`src/design/mem_pkg.sv`:
```
// Memory-side widths and bus structs for the LPDDR2 PHY core
// The DDIO cells are not modeled, so each dq/dm word on the memory side
// carries both beats of one AFI word side by side
// MEM_CMD_IDLE is the command bus value while the PHY is in reset
package mem_pkg;

	// Data beats per AFI clock cycle
	localparam int MEM_BEATS = 2;

	localparam int MEM_DQ_WIDTH  = 8;
	localparam int MEM_DM_WIDTH  = 1;
	localparam int MEM_CA_WIDTH  = 10;
	localparam int MEM_CS_WIDTH  = 1;
	localparam int MEM_CKE_WIDTH = 1;

	typedef struct packed {
		logic [MEM_CA_WIDTH-1:0]  ca;
		logic [MEM_CKE_WIDTH-1:0] cke;
		logic [MEM_CS_WIDTH-1:0]  cs_n;
		logic                     ck_en;
	} mem_cmd_t;

	typedef struct packed {
		logic [MEM_BEATS*MEM_DQ_WIDTH-1:0] dq;
		logic [MEM_BEATS*MEM_DM_WIDTH-1:0] dm;
		logic                              oe;
	} mem_wr_t;

	// Deselected and powered down, memory clock stopped
	localparam mem_cmd_t MEM_CMD_IDLE = '{ca: '0, cke: '0, cs_n: '1, ck_en: 1'b0};

endpackage
```
`src/design/afi_pkg.sv`:
```
// Controller-side (AFI) widths, latency limits and bus structs
// Full-rate AFI: one AFI word per pll_afi_clk cycle, two memory beats
// addr holds two CA words; only the lower one reaches the pins
// read_latency must stay within RD_LAT_MIN..RD_LAT_MAX
package afi_pkg;
	import mem_pkg::*;

	localparam int AFI_DATA_WIDTH = MEM_BEATS * MEM_DQ_WIDTH;
	localparam int AFI_DM_WIDTH   = MEM_BEATS * MEM_DM_WIDTH;
	localparam int AFI_ADDR_WIDTH = MEM_BEATS * MEM_CA_WIDTH;

	// Edges from the edge that samples afi_cmd to the mem_cmd update
	localparam int AC_LATENCY = 2;

	// Write shift of 0 to 3 whole cycles
	localparam int WR_SHIFT_WIDTH = 2;
	localparam int WR_SHIFT_DEPTH = 1 << WR_SHIFT_WIDTH;

	localparam int RD_LAT_WIDTH = 4;
	localparam int RD_LAT_MIN   = 2;
	localparam int RD_LAT_MAX   = 15;

	localparam int RESET_SYNC_STAGES = 3;

	typedef struct packed {
		logic [AFI_ADDR_WIDTH-1:0] addr;
		logic [MEM_CKE_WIDTH-1:0]  cke;
		logic [MEM_CS_WIDTH-1:0]   cs_n;
		logic                      mem_clk_disable;
	} afi_cmd_t;

	typedef struct packed {
		logic [AFI_DATA_WIDTH-1:0] wdata;
		logic [AFI_DM_WIDTH-1:0]   dm;
		logic                      wdata_valid;
	} afi_wr_t;

endpackage

```
`src/design/memphy.sv`:
```
// Controller-facing core of the LPDDR2 PHY, single pll_afi_clk domain
// Memory side is presented at AFI width since pads, DDIO and DLL are absent
// ctl_reset_n is the conditioned PHY reset and also resets every datapath
// wr_shift and read_latency come from calibration and are held static
`timescale 1ns/100ps

module memphy
	import mem_pkg::*, afi_pkg::*;
(
	input  logic                      pll_afi_clk,
	input  logic                      rst_n,
	input  logic                      soft_reset_n,
	input  logic                      pll_locked,
	input  afi_cmd_t                  afi_cmd,
	input  afi_wr_t                   afi_wr,
	input  logic                      afi_rdata_en,
	input  logic [WR_SHIFT_WIDTH-1:0] wr_shift,
	input  logic [RD_LAT_WIDTH-1:0]   read_latency,
	input  logic [AFI_DATA_WIDTH-1:0] mem_rdata,
	output logic                      ctl_reset_n,
	output mem_cmd_t                  mem_cmd,
	output mem_wr_t                   mem_wr,
	output logic [AFI_DATA_WIDTH-1:0] afi_rdata,
	output logic                      afi_rdata_valid
);

	logic phy_rst_n;

	phy_reset_sync i_reset (
		.pll_afi_clk  (pll_afi_clk),
		.rst_n        (rst_n),
		.soft_reset_n (soft_reset_n),
		.pll_locked   (pll_locked),
		.phy_rst_n    (phy_rst_n)
	);

	assign ctl_reset_n = phy_rst_n;

	addr_cmd_path i_addr_cmd (
		.pll_afi_clk (pll_afi_clk),
		.rst_n       (phy_rst_n),
		.afi_cmd     (afi_cmd),
		.mem_cmd     (mem_cmd)
	);

	write_path i_write (
		.pll_afi_clk (pll_afi_clk),
		.rst_n       (phy_rst_n),
		.afi_wr      (afi_wr),
		.wr_shift    (wr_shift),
		.mem_wr      (mem_wr)
	);

	read_path i_read (
		.pll_afi_clk     (pll_afi_clk),
		.rst_n           (phy_rst_n),
		.afi_rdata_en    (afi_rdata_en),
		.read_latency    (read_latency),
		.mem_rdata       (mem_rdata),
		.afi_rdata       (afi_rdata),
		.afi_rdata_valid (afi_rdata_valid)
	);

endmodule

```
`src/design/read_path.sv`:
```
// Read valid prediction and read data capture
// An enable captured on edge N samples mem_rdata on edge N+read_latency;
// that word is presented with afi_rdata_valid on edge N+read_latency+1
// read_latency must lie in RD_LAT_MIN..RD_LAT_MAX and stay static while
// reads are in flight
// afi_rdata holds its last value while valid is low
`timescale 1ns/100ps

module read_path
	import afi_pkg::*;
(
	input  logic                      pll_afi_clk,
	input  logic                      rst_n,
	input  logic                      afi_rdata_en,
	input  logic [RD_LAT_WIDTH-1:0]   read_latency,
	input  logic [AFI_DATA_WIDTH-1:0] mem_rdata,
	output logic [AFI_DATA_WIDTH-1:0] afi_rdata,
	output logic                      afi_rdata_valid
);

	logic [RD_LAT_MAX-1:0]     vld_line;
	logic [RD_LAT_WIDTH-1:0]   tap_sel;
	logic                      cap_en;
	logic                      cap_valid;
	logic [AFI_DATA_WIDTH-1:0] cap_data;

	// Entry k holds an enable captured k+1 edges ago
	assign tap_sel = read_latency - 1'b1;
	assign cap_en  = vld_line[tap_sel];

	always_ff @(posedge pll_afi_clk or negedge rst_n)
	begin
		if (!rst_n)
		begin
			vld_line        <= '0;
			cap_valid       <= 1'b0;
			afi_rdata_valid <= 1'b0;
		end
		else
		begin
			vld_line        <= {vld_line[RD_LAT_MAX-2:0], afi_rdata_en};
			cap_valid       <= cap_en;
			afi_rdata_valid <= cap_valid;
		end
	end

	// Capture register on the predicted edge
	always_ff @(posedge pll_afi_clk)
	begin
		if (cap_en)
			cap_data <= mem_rdata;
	end

	// Return stage toward the controller
	always_ff @(posedge pll_afi_clk)
	begin
		if (cap_valid)
			afi_rdata <= cap_data;
	end

	// Latencies below the minimum are not calibrated values
	a_rd_lat_min: assert property (@(posedge pll_afi_clk) disable iff (!rst_n)
		afi_rdata_en |-> read_latency >= RD_LAT_MIN);

endmodule

```
`src/design/write_path.sv`:
```
// Write datapath with a calibrated whole-cycle shift
// afi_wr captured on edge N reaches mem_wr on edge N+1+wr_shift
// wr_shift is a static calibration value and must not move while
// write data is in the shift line
// dq and dm are forced to zero whenever oe is low
`timescale 1ns/100ps

module write_path
	import mem_pkg::*, afi_pkg::*;
(
	input  logic                      pll_afi_clk,
	input  logic                      rst_n,
	input  afi_wr_t                   afi_wr,
	input  logic [WR_SHIFT_WIDTH-1:0] wr_shift,
	output mem_wr_t                   mem_wr
);

	afi_wr_t                   wr_line [WR_SHIFT_DEPTH];
	afi_wr_t                   wr_sel;
	logic [WR_SHIFT_DEPTH-1:0] line_valid;

	// Shift line, one entry per cycle of delay
	always_ff @(posedge pll_afi_clk or negedge rst_n)
	begin
		if (!rst_n)
		begin
			for (int i = 0; i < WR_SHIFT_DEPTH; i++)
				wr_line[i] <= '0;
		end
		else
		begin
			wr_line[0] <= afi_wr;
			for (int i = 1; i < WR_SHIFT_DEPTH; i++)
				wr_line[i] <= wr_line[i-1];
		end
	end

	always_comb
	begin
		wr_sel = wr_line[wr_shift];
		for (int i = 0; i < WR_SHIFT_DEPTH; i++)
			line_valid[i] = wr_line[i].wdata_valid;
	end

	// Output stage toward the pins
	always_ff @(posedge pll_afi_clk or negedge rst_n)
	begin
		if (!rst_n)
			mem_wr <= '0;
		else
		begin
			mem_wr.oe <= wr_sel.wdata_valid;
			if (wr_sel.wdata_valid)
			begin
				mem_wr.dq <= wr_sel.wdata;
				mem_wr.dm <= wr_sel.dm;
			end
			else
			begin
				mem_wr.dq <= '0;
				mem_wr.dm <= '0;
			end
		end
	end

	// Changing the shift with data in flight would drop or repeat words
	a_shift_stable: assert property (@(posedge pll_afi_clk) disable iff (!rst_n)
		(|line_valid) |-> $stable(wr_shift));

endmodule

```
`src/design/addr_cmd_path.sv`:
```
// Address/command pipeline from AFI to the memory command pins
// afi_cmd is captured on edge N and mem_cmd updates on edge N+AC_LATENCY
// Only the lower CA word of addr is forwarded, the upper one belonged to the DDIO
// In reset the bus is deselected, powered down and the memory clock is off
`timescale 1ns/100ps

module addr_cmd_path
	import mem_pkg::*, afi_pkg::*;
(
	input  logic     pll_afi_clk,
	input  logic     rst_n,
	input  afi_cmd_t afi_cmd,
	output mem_cmd_t mem_cmd
);

	mem_cmd_t cmd_in;
	mem_cmd_t cmd_q;
	mem_cmd_t pipe [AC_LATENCY];

	// Map AFI fields onto the memory command layout
	always_comb
	begin
		cmd_in.ca    = afi_cmd.addr[MEM_CA_WIDTH-1:0];
		cmd_in.cke   = afi_cmd.cke;
		cmd_in.cs_n  = afi_cmd.cs_n;
		cmd_in.ck_en = ~afi_cmd.mem_clk_disable;
	end

	// Capture register then AC_LATENCY pipeline stages
	always_ff @(posedge pll_afi_clk or negedge rst_n)
	begin
		if (!rst_n)
		begin
			cmd_q <= MEM_CMD_IDLE;
			for (int i = 0; i < AC_LATENCY; i++)
				pipe[i] <= MEM_CMD_IDLE;
		end
		else
		begin
			cmd_q   <= cmd_in;
			pipe[0] <= cmd_q;
			for (int i = 1; i < AC_LATENCY; i++)
				pipe[i] <= pipe[i-1];
		end
	end

	assign mem_cmd = pipe[AC_LATENCY-1];

	// cke must never float toward the device once the PHY is running
	a_cke_known: assert property (@(posedge pll_afi_clk) disable iff (!rst_n)
		!$isunknown(mem_cmd.cke));

endmodule

```
`src/design/phy_reset_sync.sv`:
```
// PHY reset conditioner for the pll_afi_clk domain
// Any of rst_n, soft_reset_n or pll_locked going low clears the chain at once
// Release is synchronous, RESET_SYNC_STAGES edges after all three are high
// pll_locked is treated as a level; glitches on it will reset the PHY
`timescale 1ns/100ps

module phy_reset_sync
	import afi_pkg::*;
(
	input  logic pll_afi_clk,
	input  logic rst_n,
	input  logic soft_reset_n,
	input  logic pll_locked,
	output logic phy_rst_n
);

	logic                         clr_n;
	logic [RESET_SYNC_STAGES-1:0] sync_q;

	// Combined asynchronous clear
	assign clr_n = rst_n & soft_reset_n & pll_locked;

	always_ff @(posedge pll_afi_clk or negedge clr_n)
	begin
		if (!clr_n)
			sync_q <= '0;
		else
			sync_q <= {sync_q[RESET_SYNC_STAGES-2:0], 1'b1};
	end

	assign phy_rst_n = sync_q[RESET_SYNC_STAGES-1];

	// PHY must not leave reset without a locked PLL
	a_no_release_unlocked: assert property (@(posedge pll_afi_clk)
		$rose(phy_rst_n) |-> pll_locked);

endmodule

```
`config.mk`:
```
export PLATFORM = sky130hd
export DESIGN_NAME = memphy
export DESIGN_NICKNAME = d
export VERILOG_FILES = /design/src/design/mem_pkg.sv /design/src/design/afi_pkg.sv /design/src/design/memphy.sv /design/src/design/read_path.sv /design/src/design/write_path.sv /design/src/design/addr_cmd_path.sv /design/src/design/phy_reset_sync.sv
export SDC_FILE = /design/constraint.sdc
export NUM_CORES = 1
export LEC_CHECK = 0
export ABC_AREA = 1
export BUFFER_PORTS_ARGS = -buffer_cell sky130_fd_sc_hd__buf_2
export CORE_ASPECT_RATIO = 1.2
export CORE_MARGIN = 2
export CORE_UTILIZATION = 35
export CTS_CLUSTER_DIAMETER = 100
export DETAILED_ROUTE_END_ITERATION = 8
export SLEW_MARGIN = 20
export SYNTH_ARGS = -nofsm -noshare
export SYNTH_HDL_FRONTEND = slang
export SYNTH_SLANG_ARGS = --single-unit
```
`constraint.sdc`:
```
create_clock -name pll_afi_clk -period 5.8 [get_ports pll_afi_clk]
set_input_delay 1.16 -clock pll_afi_clk [delete_from_list [all_inputs] [get_ports pll_afi_clk]]
set_output_delay 1.16 -clock pll_afi_clk [all_outputs]
set_load 0.005 [all_outputs]
```
# Word-level counts from Yosys, hierarchy flattened
# Index checks and enable logic that the tools add are counted.
# word_totals
elab_cells,46
regBits,186
in_bits,69
out_inout_bits,50
# op_classes
n_bitwise,4
magnitude_cmp,2
muxes,6
addsub,1
# op_table
op,n
19-bit binary-select mux with 2-bit select,1
19-bit 2-to-1 mux,2
18-bit 2-to-1 mux,1
"4-bit by 5-bit < comparator with 1-bit output, second input constant",1
1-bit binary-select mux with 4-bit select,1
"4-bit by 1-bit subtractor with 4-bit output, second input constant",1
"3-bit >= comparator, second input constant",1
2-bit NOT with 3-bit output,1
1-bit AND,2
1-bit 2-to-1 mux,1
1-bit NOT,1

# Longest topological paths before layout
# Gate-level depths: netlist (run 1).
# depth
word_depth,5
depth_mapped,8
ltp_nobuf,7

# By module
# A second synthesis (run 1) with hierarchy kept.
# hier_totals
hier_cells,522
area_unflattened_um2,6349.8
# modules_own_cells
mod,cells_per_inst,n_inst,seq_area_each_um2,area_per_inst_um2
write_path,354,1,2377.3,3513.4
read_path,108,1,1386.3,1662.8
addr_cmd_path,53,1,979.7,1081.0
phy_reset_sync,7,1,75.1,92.6

# Least setup slack after synthesis (run 1)
# No wires, ideal clock.
# synth_timing
path_type,reg-to-output
start,reg i_reset.sync_q[2]
end,out ctl_reset_n
path_stages_with_launch,1
arrival_time_ps,3579
setup_slack_ps,1061
cell_sequence,dfrtp_1
# synth_lines
item,line,source
start: declaration,phy_reset_sync.sv:18,logic [RESET_SYNC_STAGES-1:0] sync_q;
start signal: assignment,phy_reset_sync.sv:28,"sync_q <= {sync_q[RESET_SYNC_STAGES-2:0], 1'b1};"
end: declaration,memphy.sv:20,"output logic ctl_reset_n,"
# No word-level cell between the ends.

# Worst setup path after layout (run 1)
# layout_timing
start,in read_latency[0]
end,"reg i_read.cap_data[10], enable pin"
# layout_via
elab_chain_len,3
# layout_lines
item,line,source
start: declaration,memphy.sv:18,"input logic [RD_LAT_WIDTH-1:0] read_latency,"
4-bit by 1-bit subtractor with 4-bit output,read_path.sv:28,assign tap_sel = read_latency - 1'b1;
1-bit binary-select mux with 4-bit select,read_path.sv:29,assign cap_en = vld_line[tap_sel];
1-bit 2-to-1 mux (not written as such),read_path.sv:29,
named net i_read.cap_en,read_path.sv:23,logic cap_en;
end signal: assignment,read_path.sv:51,cap_data <= mem_rdata;
end: declaration,read_path.sv:25,logic [AFI_DATA_WIDTH-1:0] cap_data;
# The timed path passes the listed nets, and every way through them passes these cells. The select of a mux whose other input is x is not followed.
# A chain may end at the register's enable or synchronous reset.

==> out/qor.txt, run 1 <==
outcome: complete, no violations
#FFs+latches synth: 186
Post-DP HPWL: 6440 um
layout cell share with drive strength beyond 1: 27.5%
total gr overflow: 0
Top delay family on crit path: simple AND/OR/NAND/NOR gates
CTS buffer count: 17
Worst-path clk slew: 0.06 ns
initial antenna violation count: 0
largest net degree at the start of global routing: 81
Synth Instances: 425
die height: 146 um
Clock Power Share: 41.2%
Most used DFF post-synth: dfrtp_1
Post-Synth Adder-Cell Area: 0.211%
largest family of logic cells by synthesized area: simple AND/OR/NAND/NOR gates
hold_sp: i_addr_cmd.pipe[20]
CTS hold repair buffers: 0
Post-CTS Repair Setup Buffers: 0
average size of a mapped cell: 13.9 um^2
unrepaired setup endpoints after global routing: no
Critical path origin: read_latency[0]
GRT Overall Usage: 12.0%
post-synthesis mux area share: 0%
Synth area leader: dfrtp_1
Die Wd: 123 um
first-pass GRT wire length: 16500 um
Hold/Removal Path Class: reg2reg
CTS Buffer Depth: 2
Final Hold Viols: 0
PortBufs: 108
Period minus WS final: 2.82 ns
WP data arrival: 2.87 ns
CP Capture Type: flop
Met1 Routed Length: 4460 um
Compound-Gate Fraction of Synth Area: 5.07%
Final period util: 48.7%
Post-Synth Simple-Gate Area: 7.59%
pwr dens: 386 mW/mm^2
Lkg Pwr: 3.44 nW
Pint: 2.16 mW
R2R Path Start: i_reset.sync_q[2]
CP peak stage delay: 0.52 ns
row count: 52
die footprint: 0.0180 mm^2
crit path max fanout: 17
sequential share of the synthesized area: 81.4%
Synth area leaders: dfrtp_1 (64%), edfxtp_1 (16%), o21ai_0 (4.2%), nor2_1 (3.5%), nand2_1 (2.8%)
maxcap violations: 0
VDD IR max: 0.197 mV
synth warn: 0
cells along the critical path: buf_2, clkinv_1, ha_1, inv_1, nand3_1, nand3_1, nand3_1, nand2_1
TritonCTS clock tree: done
DR DRC count: 0
I/O pins: 119
CTS sink count: 186
Sw Share: 22.1%
total power: 2.78 mW
GPL Wtd Cong: 0.767
Tightest Pin Transition: 0.866 ns
vias in the first global route: 3222
critical path class: in2reg
htree depth: 4
post-CTS sizing: 0
Sw Pwr: 613 uW
CP startpoint kind: primary input
WL/cell: 13.1 um
EDFF count, synth: 32
Unique masters post-synth: 23
Reg power frac: 53.0%
end-of-flow core utilization: 43.0%
post-synth top area share: 63.8%
hold path depth: 0
Mapped Nets: 495
Routed WL: 9910 um
Starting Density: 35.4%
FF-to-FF End: i_addr_cmd.pipe[23]
Buf+Inv Stages, Crit Path: 3
Async SR Flop Fraction: 82.8%
DR top layer: met4
via count: 3185
Initial DRT Pass Iterations: 4
NumNets Final: 598
Gate power share: 5.8%
Setup Skew: 0.00899 ns
Synth Area in XOR/XNOR: 0.296%
Slowest cell on crit path: nand2_1
Max-slew headroom: 42.3%
R2R depth: 3
met2 WL post-DR: 4700 um
WL met3: 558 um
reg-to-reg slack, setup: 4.03 ns
Area Growth Syn to Fin: 21.5%
Fmax achieved: 0.354 GHz
clk_lat worst skew: 0.42 ns
Max Slew Vio Count: 0
setup violators final: 0
CTS root buffer: clkbuf_16
most used cell, CP: nand3_1
Post-Syn Area: 0.00592 mm^2
core area: 0.0167 mm^2
Vias/cell: 4.21
Req. time, crit path: 5.85 ns
hold path endpoint: i_addr_cmd.mem_cmd[7]
Setup TNS: 0 ns
# diodes: 0
DR iter-0 viols: 221
number of nets with antenna violations after routing: 0
hold slack: 0.348 ns
==> power groups by stage <==
stage	clock network, mW	logic, mW	registers [mW]
2_1_floorplan	0	0.0726	1.51
3_3_place_gp	0	0.161	1.49
3_5_place_dp	0	0.164	1.50
4_1_cts	1.19	0.165	1.47
5_1_grt	1.24	0.187	1.48
6_report	1.14	0.162	1.47
==> through the flow <==
stage	instance area (um^2)	setup slack, ns	cells
floorplan	5920	1.06	425
global placement	6570	2.37	724
detailed placement	6570	2.32	724
CTS	7170	2.77	756
global route	7190	2.81	757
finish	7190	2.98	757
==> sequential cells by signal, summed over array words and instances, names as in the netlist, 13 cells and up <==
name                cells
i_write.wr_line        72
i_addr_cmd.cmd_q       13
i_write.mem_wr         19
i_addr_cmd.mem_cmd     13
i_addr_cmd.pipe        13
i_read.vld_line        15
i_read.afi_rdata       16
i_read.cap_data        16
==> cell usage after synthesis (2+ instances only) <==
| master | instances |
|---|---|
| buf_2 | 6 |
| buf_4 | 15 |
| buf_6 | 2 |
| clkbuf_1 | 4 |
| dfrtp_1 | 151 |
| dfstp_2 | 3 |
| edfxtp_1 | 32 |
| inv_1 | 36 |
| nand2_1 | 44 |
| nand3_1 | 13 |
| nor2_1 | 55 |
| o21ai_0 | 50 |
| o21ai_1 | 4 |
==> worst max path at each step <==
stage                                endpoint  slack (ns)  cells after the start
after floorplan                   ctl_reset_n        1.06                      0
after global placement     i_write.mem_wr[18]        2.37                      6
after detailed placement   i_write.mem_wr[12]        2.32                      6
after CTS                  i_write.mem_wr[12]        2.77                      6
after global routing      i_read.cap_data[10]        2.81                      8
final                     i_read.cap_data[10]        2.98                      8
==> final cells by class <==
cell class	count	area, um^2
flip-flops and latches	186	4820
clock buffers	20	458
fillers	1530	9530
clock inverters	12	138
multi-input cells	175	783
well taps	216	270
repair buffers	111	583
inverters	37	139
==> cells in the final DEF (no fill, tap or decap), types with 2 or more instances in the layout <==
master      instances
clkbuf_1            2
dfstp_2             3
clkbuf_16          18
clkinv_2            2
buf_4               2
clkinvlp_4          2
buf_2             108
inv_1              35
nand3_1            13
o21ai_0            50
inv_6               2
nand2_1            44
edfxtp_1           32
clkinv_4            2
bufinv_16           2
nor2_1             55
o21ai_1             4
dfrtp_1           150
==> kinds of logic after synthesis <==
logic type      count (synthesis)
buf+inv                        64
other cells                     1
flops                         186
compound gates                 57
fa+ha+maj                       1
xor+xnor                        2
simple gates                  114
==> layer usage <==
metal | vias up | track usage (%)
li1 | 1548 | -
met1 | 1531 | 16.2
met2 | 88 | 17.6
met3 | 18 | 3.83
met4 | 0 | 5.57
met5 | - | 0
No activity file was read; power rests on OpenSTA's default activity.
==> run 2: changes to the inputs <==
==> constraint.sdc (replaced) <==
create_clock -name pll_afi_clk -period 2.5 [get_ports pll_afi_clk]
set_input_delay 0.5 -clock pll_afi_clk [delete_from_list [all_inputs] [get_ports pll_afi_clk]]
set_output_delay 0.5 -clock pll_afi_clk [all_outputs]
set_load 0.005 [all_outputs]
==> run 2 against run 1 <==
Net effect: setup slack got worse by 2.1 ns; critical path depth increased by 1; utilization increased by 0.35 points; sequential power increased by 130%; non-clock buffer count increased by 5; hold slack got worse by 0.33 ns; total power increased by 140%; via count increased by 1.6%; sequential cell count unchanged; register-to-register slack got worse by 2.8 ns; largest cell class unchanged.
==> out/qor.txt, run 2 (synthesis gave the netlist of run 1 again) <==
CTS hold repair buffers: 1 (+1)
TritonCTS clock tree: done
outcome: complete, no violations
WL/cell: 13.2 um (+0.58%)
CP Capture Type: flop
Period minus WS final: 1.65 ns
post-CTS sizing: 0 (unchanged)
Setup TNS: 0 ns (unchanged)
maxcap violations: 0 (unchanged)
largest net degree at the start of global routing: 152 (+88%)
Post-DP HPWL: 6410 um (-0.46%)
Worst-path clk slew: 0.07 ns (about the same)
PortBufs: 108 (unchanged)
Starting Density: 35.4% (unchanged)
critical path class: in2reg
die height: 146 um (unchanged)
CTS root buffer: clkbuf_16
number of flip-flops in the largest register: 72 (unchanged)
Req. time, crit path: 2.63 ns (-3.22 ns)
Tightest Pin Transition: 0.762 ns (-0.104 ns)
Hold/Removal Path Class: in2async
Initial DRT Pass Iterations: 4 (unchanged)
Final Hold Viols: 0 (unchanged)
Buf+Inv Stages, Crit Path: 4 (+1)
VDD IR max: 0.491 mV (+150%)
unrepaired setup endpoints after global routing: no
die footprint: 0.0180 mm^2 (unchanged)
row count: 52 (unchanged)
Post-CTS Repair Setup Buffers: 0 (unchanged)
pwr dens: 899 mW/mm^2 (+130%)
setup violators final: 0 (unchanged)
area occupied by multi-input gates: 783 um^2 (unchanged)
R2R depth: 4 (+1)
WP data arrival: 1.78 ns (-1.09 ns)
commonest cells after routing, fill and taps aside: dfrtp_1 (150), buf_2 (108), nor2_1 (55)
Die Wd: 123 um (unchanged)
Max-slew headroom: 49.2% (+6.9 points)
layout cell share with drive strength beyond 1: 27.8% (+0.30 points)
I/O pins: 119 (unchanged)
Lkg Pwr: 3.48 nW (+0.99%)
Final WS setup: 0.850 ns (-2.13 ns)
most used cell, CP: nand3_1
total power: 6.52 mW (+140%)
Final period util: 66.0%
DR iter-0 viols: 234 (+5.9%)
Fmax achieved: 0.606 GHz
Reg with most FFs: i_write.wr_line
hold slack: 0.0210 ns (-0.327 ns)
CTS Buffer Depth: 2 (unchanged)
CP startpoint kind: primary input
most common cell after layout, fill and taps aside: dfrtp_1
first-pass GRT wire length: 16500 um (+0.16%)
Vias/cell: 4.25 (+0.97%)
via count: 3237 (+1.6%)
crit path max fanout: 17 (unchanged)
CTS buffer count: 17 (unchanged)
vias in the first global route: 3314 (+2.9%)
Crit path depth: 9 (+1)
DR DRC count: 0 (unchanged)
CTS sink count: 186 (unchanged)
Max Slew Vio Count: 0 (unchanged)
total gr overflow: 0 (unchanged)
Area Growth Syn to Fin: 22.5%
CP peak stage delay: 0.37 ns (-0.15 ns)
GPL Wtd Cong: 0.805 (+4.9%)
Routed WL: 10000 um (+1.2%)
leading registers by flop count: i_write.wr_line: 72 flops, i_write.mem_wr: 19 flops
# diodes: 0 (unchanged)
pre-CTS WS: 0.426 ns (-1.90 ns)
number of nets with antenna violations after routing: 0 (unchanged)
core area: 0.0167 mm^2 (unchanged)
GRT Overall Usage: 12.1% (+0.12 points)
clk_lat worst skew: 0.42 ns (about the same)
cells along the critical path: buf_2, clkinv_1, ha_1, inv_1, nand3_1, nand3_1, nand3_1, nand2_1, buf_12
register area: 0.00482 mm^2 (unchanged)
Filler cells: 1528 (-0.13%)
Slowest cell on crit path: ha_1
end-of-flow core utilization: 43.4% (+0.35 points)
Top delay family on crit path: buffers and inverters
htree depth: 4 (unchanged)
Setup Skew: 0.00703 ns (-0.00196 ns)
NumNets Final: 603 (+0.84%)
initial antenna violation count: 0 (unchanged)
[run 2: cell count changes in the layout (fill, tap and decap cells not counted), moves of 2 or more]
cell and delta:
buf_12 +2, buf_4 +3, clkinv_2 +2, clkinv_4 -2
[run 2: area by class of cell]
cell class | count | area share (%)
clock inverter | 10 | 1.55
multi-input combinational | 175 | 10.8
timing repair buffer | 116 | 8.66
tap | 216 | 3.73
inverter | 37 | 1.92
clock buffer | 22 | 6.85
sequential | 186 | 66.5
[run 2: per-layer routing]
metal  part of all wire, %  GRT usage, %
met4                   2.4          6.21
met2                    48          18.0
met5                     0             0
met1                    45          15.9
met3                   4.7          3.79
[run 2: final timing paths]
check / from / endpoint / slack, ns
worst max-delay path: read_latency[0] / i_read.cap_data[13] / 0.85
worst min-delay path: rst_n / i_reset.sync_q[1] / 0.02
worst max register to register: i_write.line_valid[1] / i_write.mem_wr[10] / 1.20
worst min register to register: i_addr_cmd.pipe[19] / i_addr_cmd.mem_cmd[6] / 0.35
max in group asynchronous: i_reset.sync_q[2] / i_addr_cmd.mem_cmd[12] / 1.42
min in group pll_afi_clk: afi_cmd[1] / i_addr_cmd.cmd_q[1] / 0.18
[run 2: metrics by stage]
stage,cell area (um^2),cells
floorplan,5920,425
global placement,6630,729
detailed placement,6630,729
CTS,7250,762
global route,7250,762
finish,7250,762
[run 2: power breakdown]
group          switching [mW]  internal [mW]
combinational           0.233          0.159
clock                    1.10           1.62
sequential             0.0835           3.33
[run 2: worst reg2reg max path, delay by kind of cell (launching register included)]
family	cells	cell delay, ns
buf+inv	1	0.09
flops	1	0.35
simple gates	1	0.13
compound gates	2	0.66
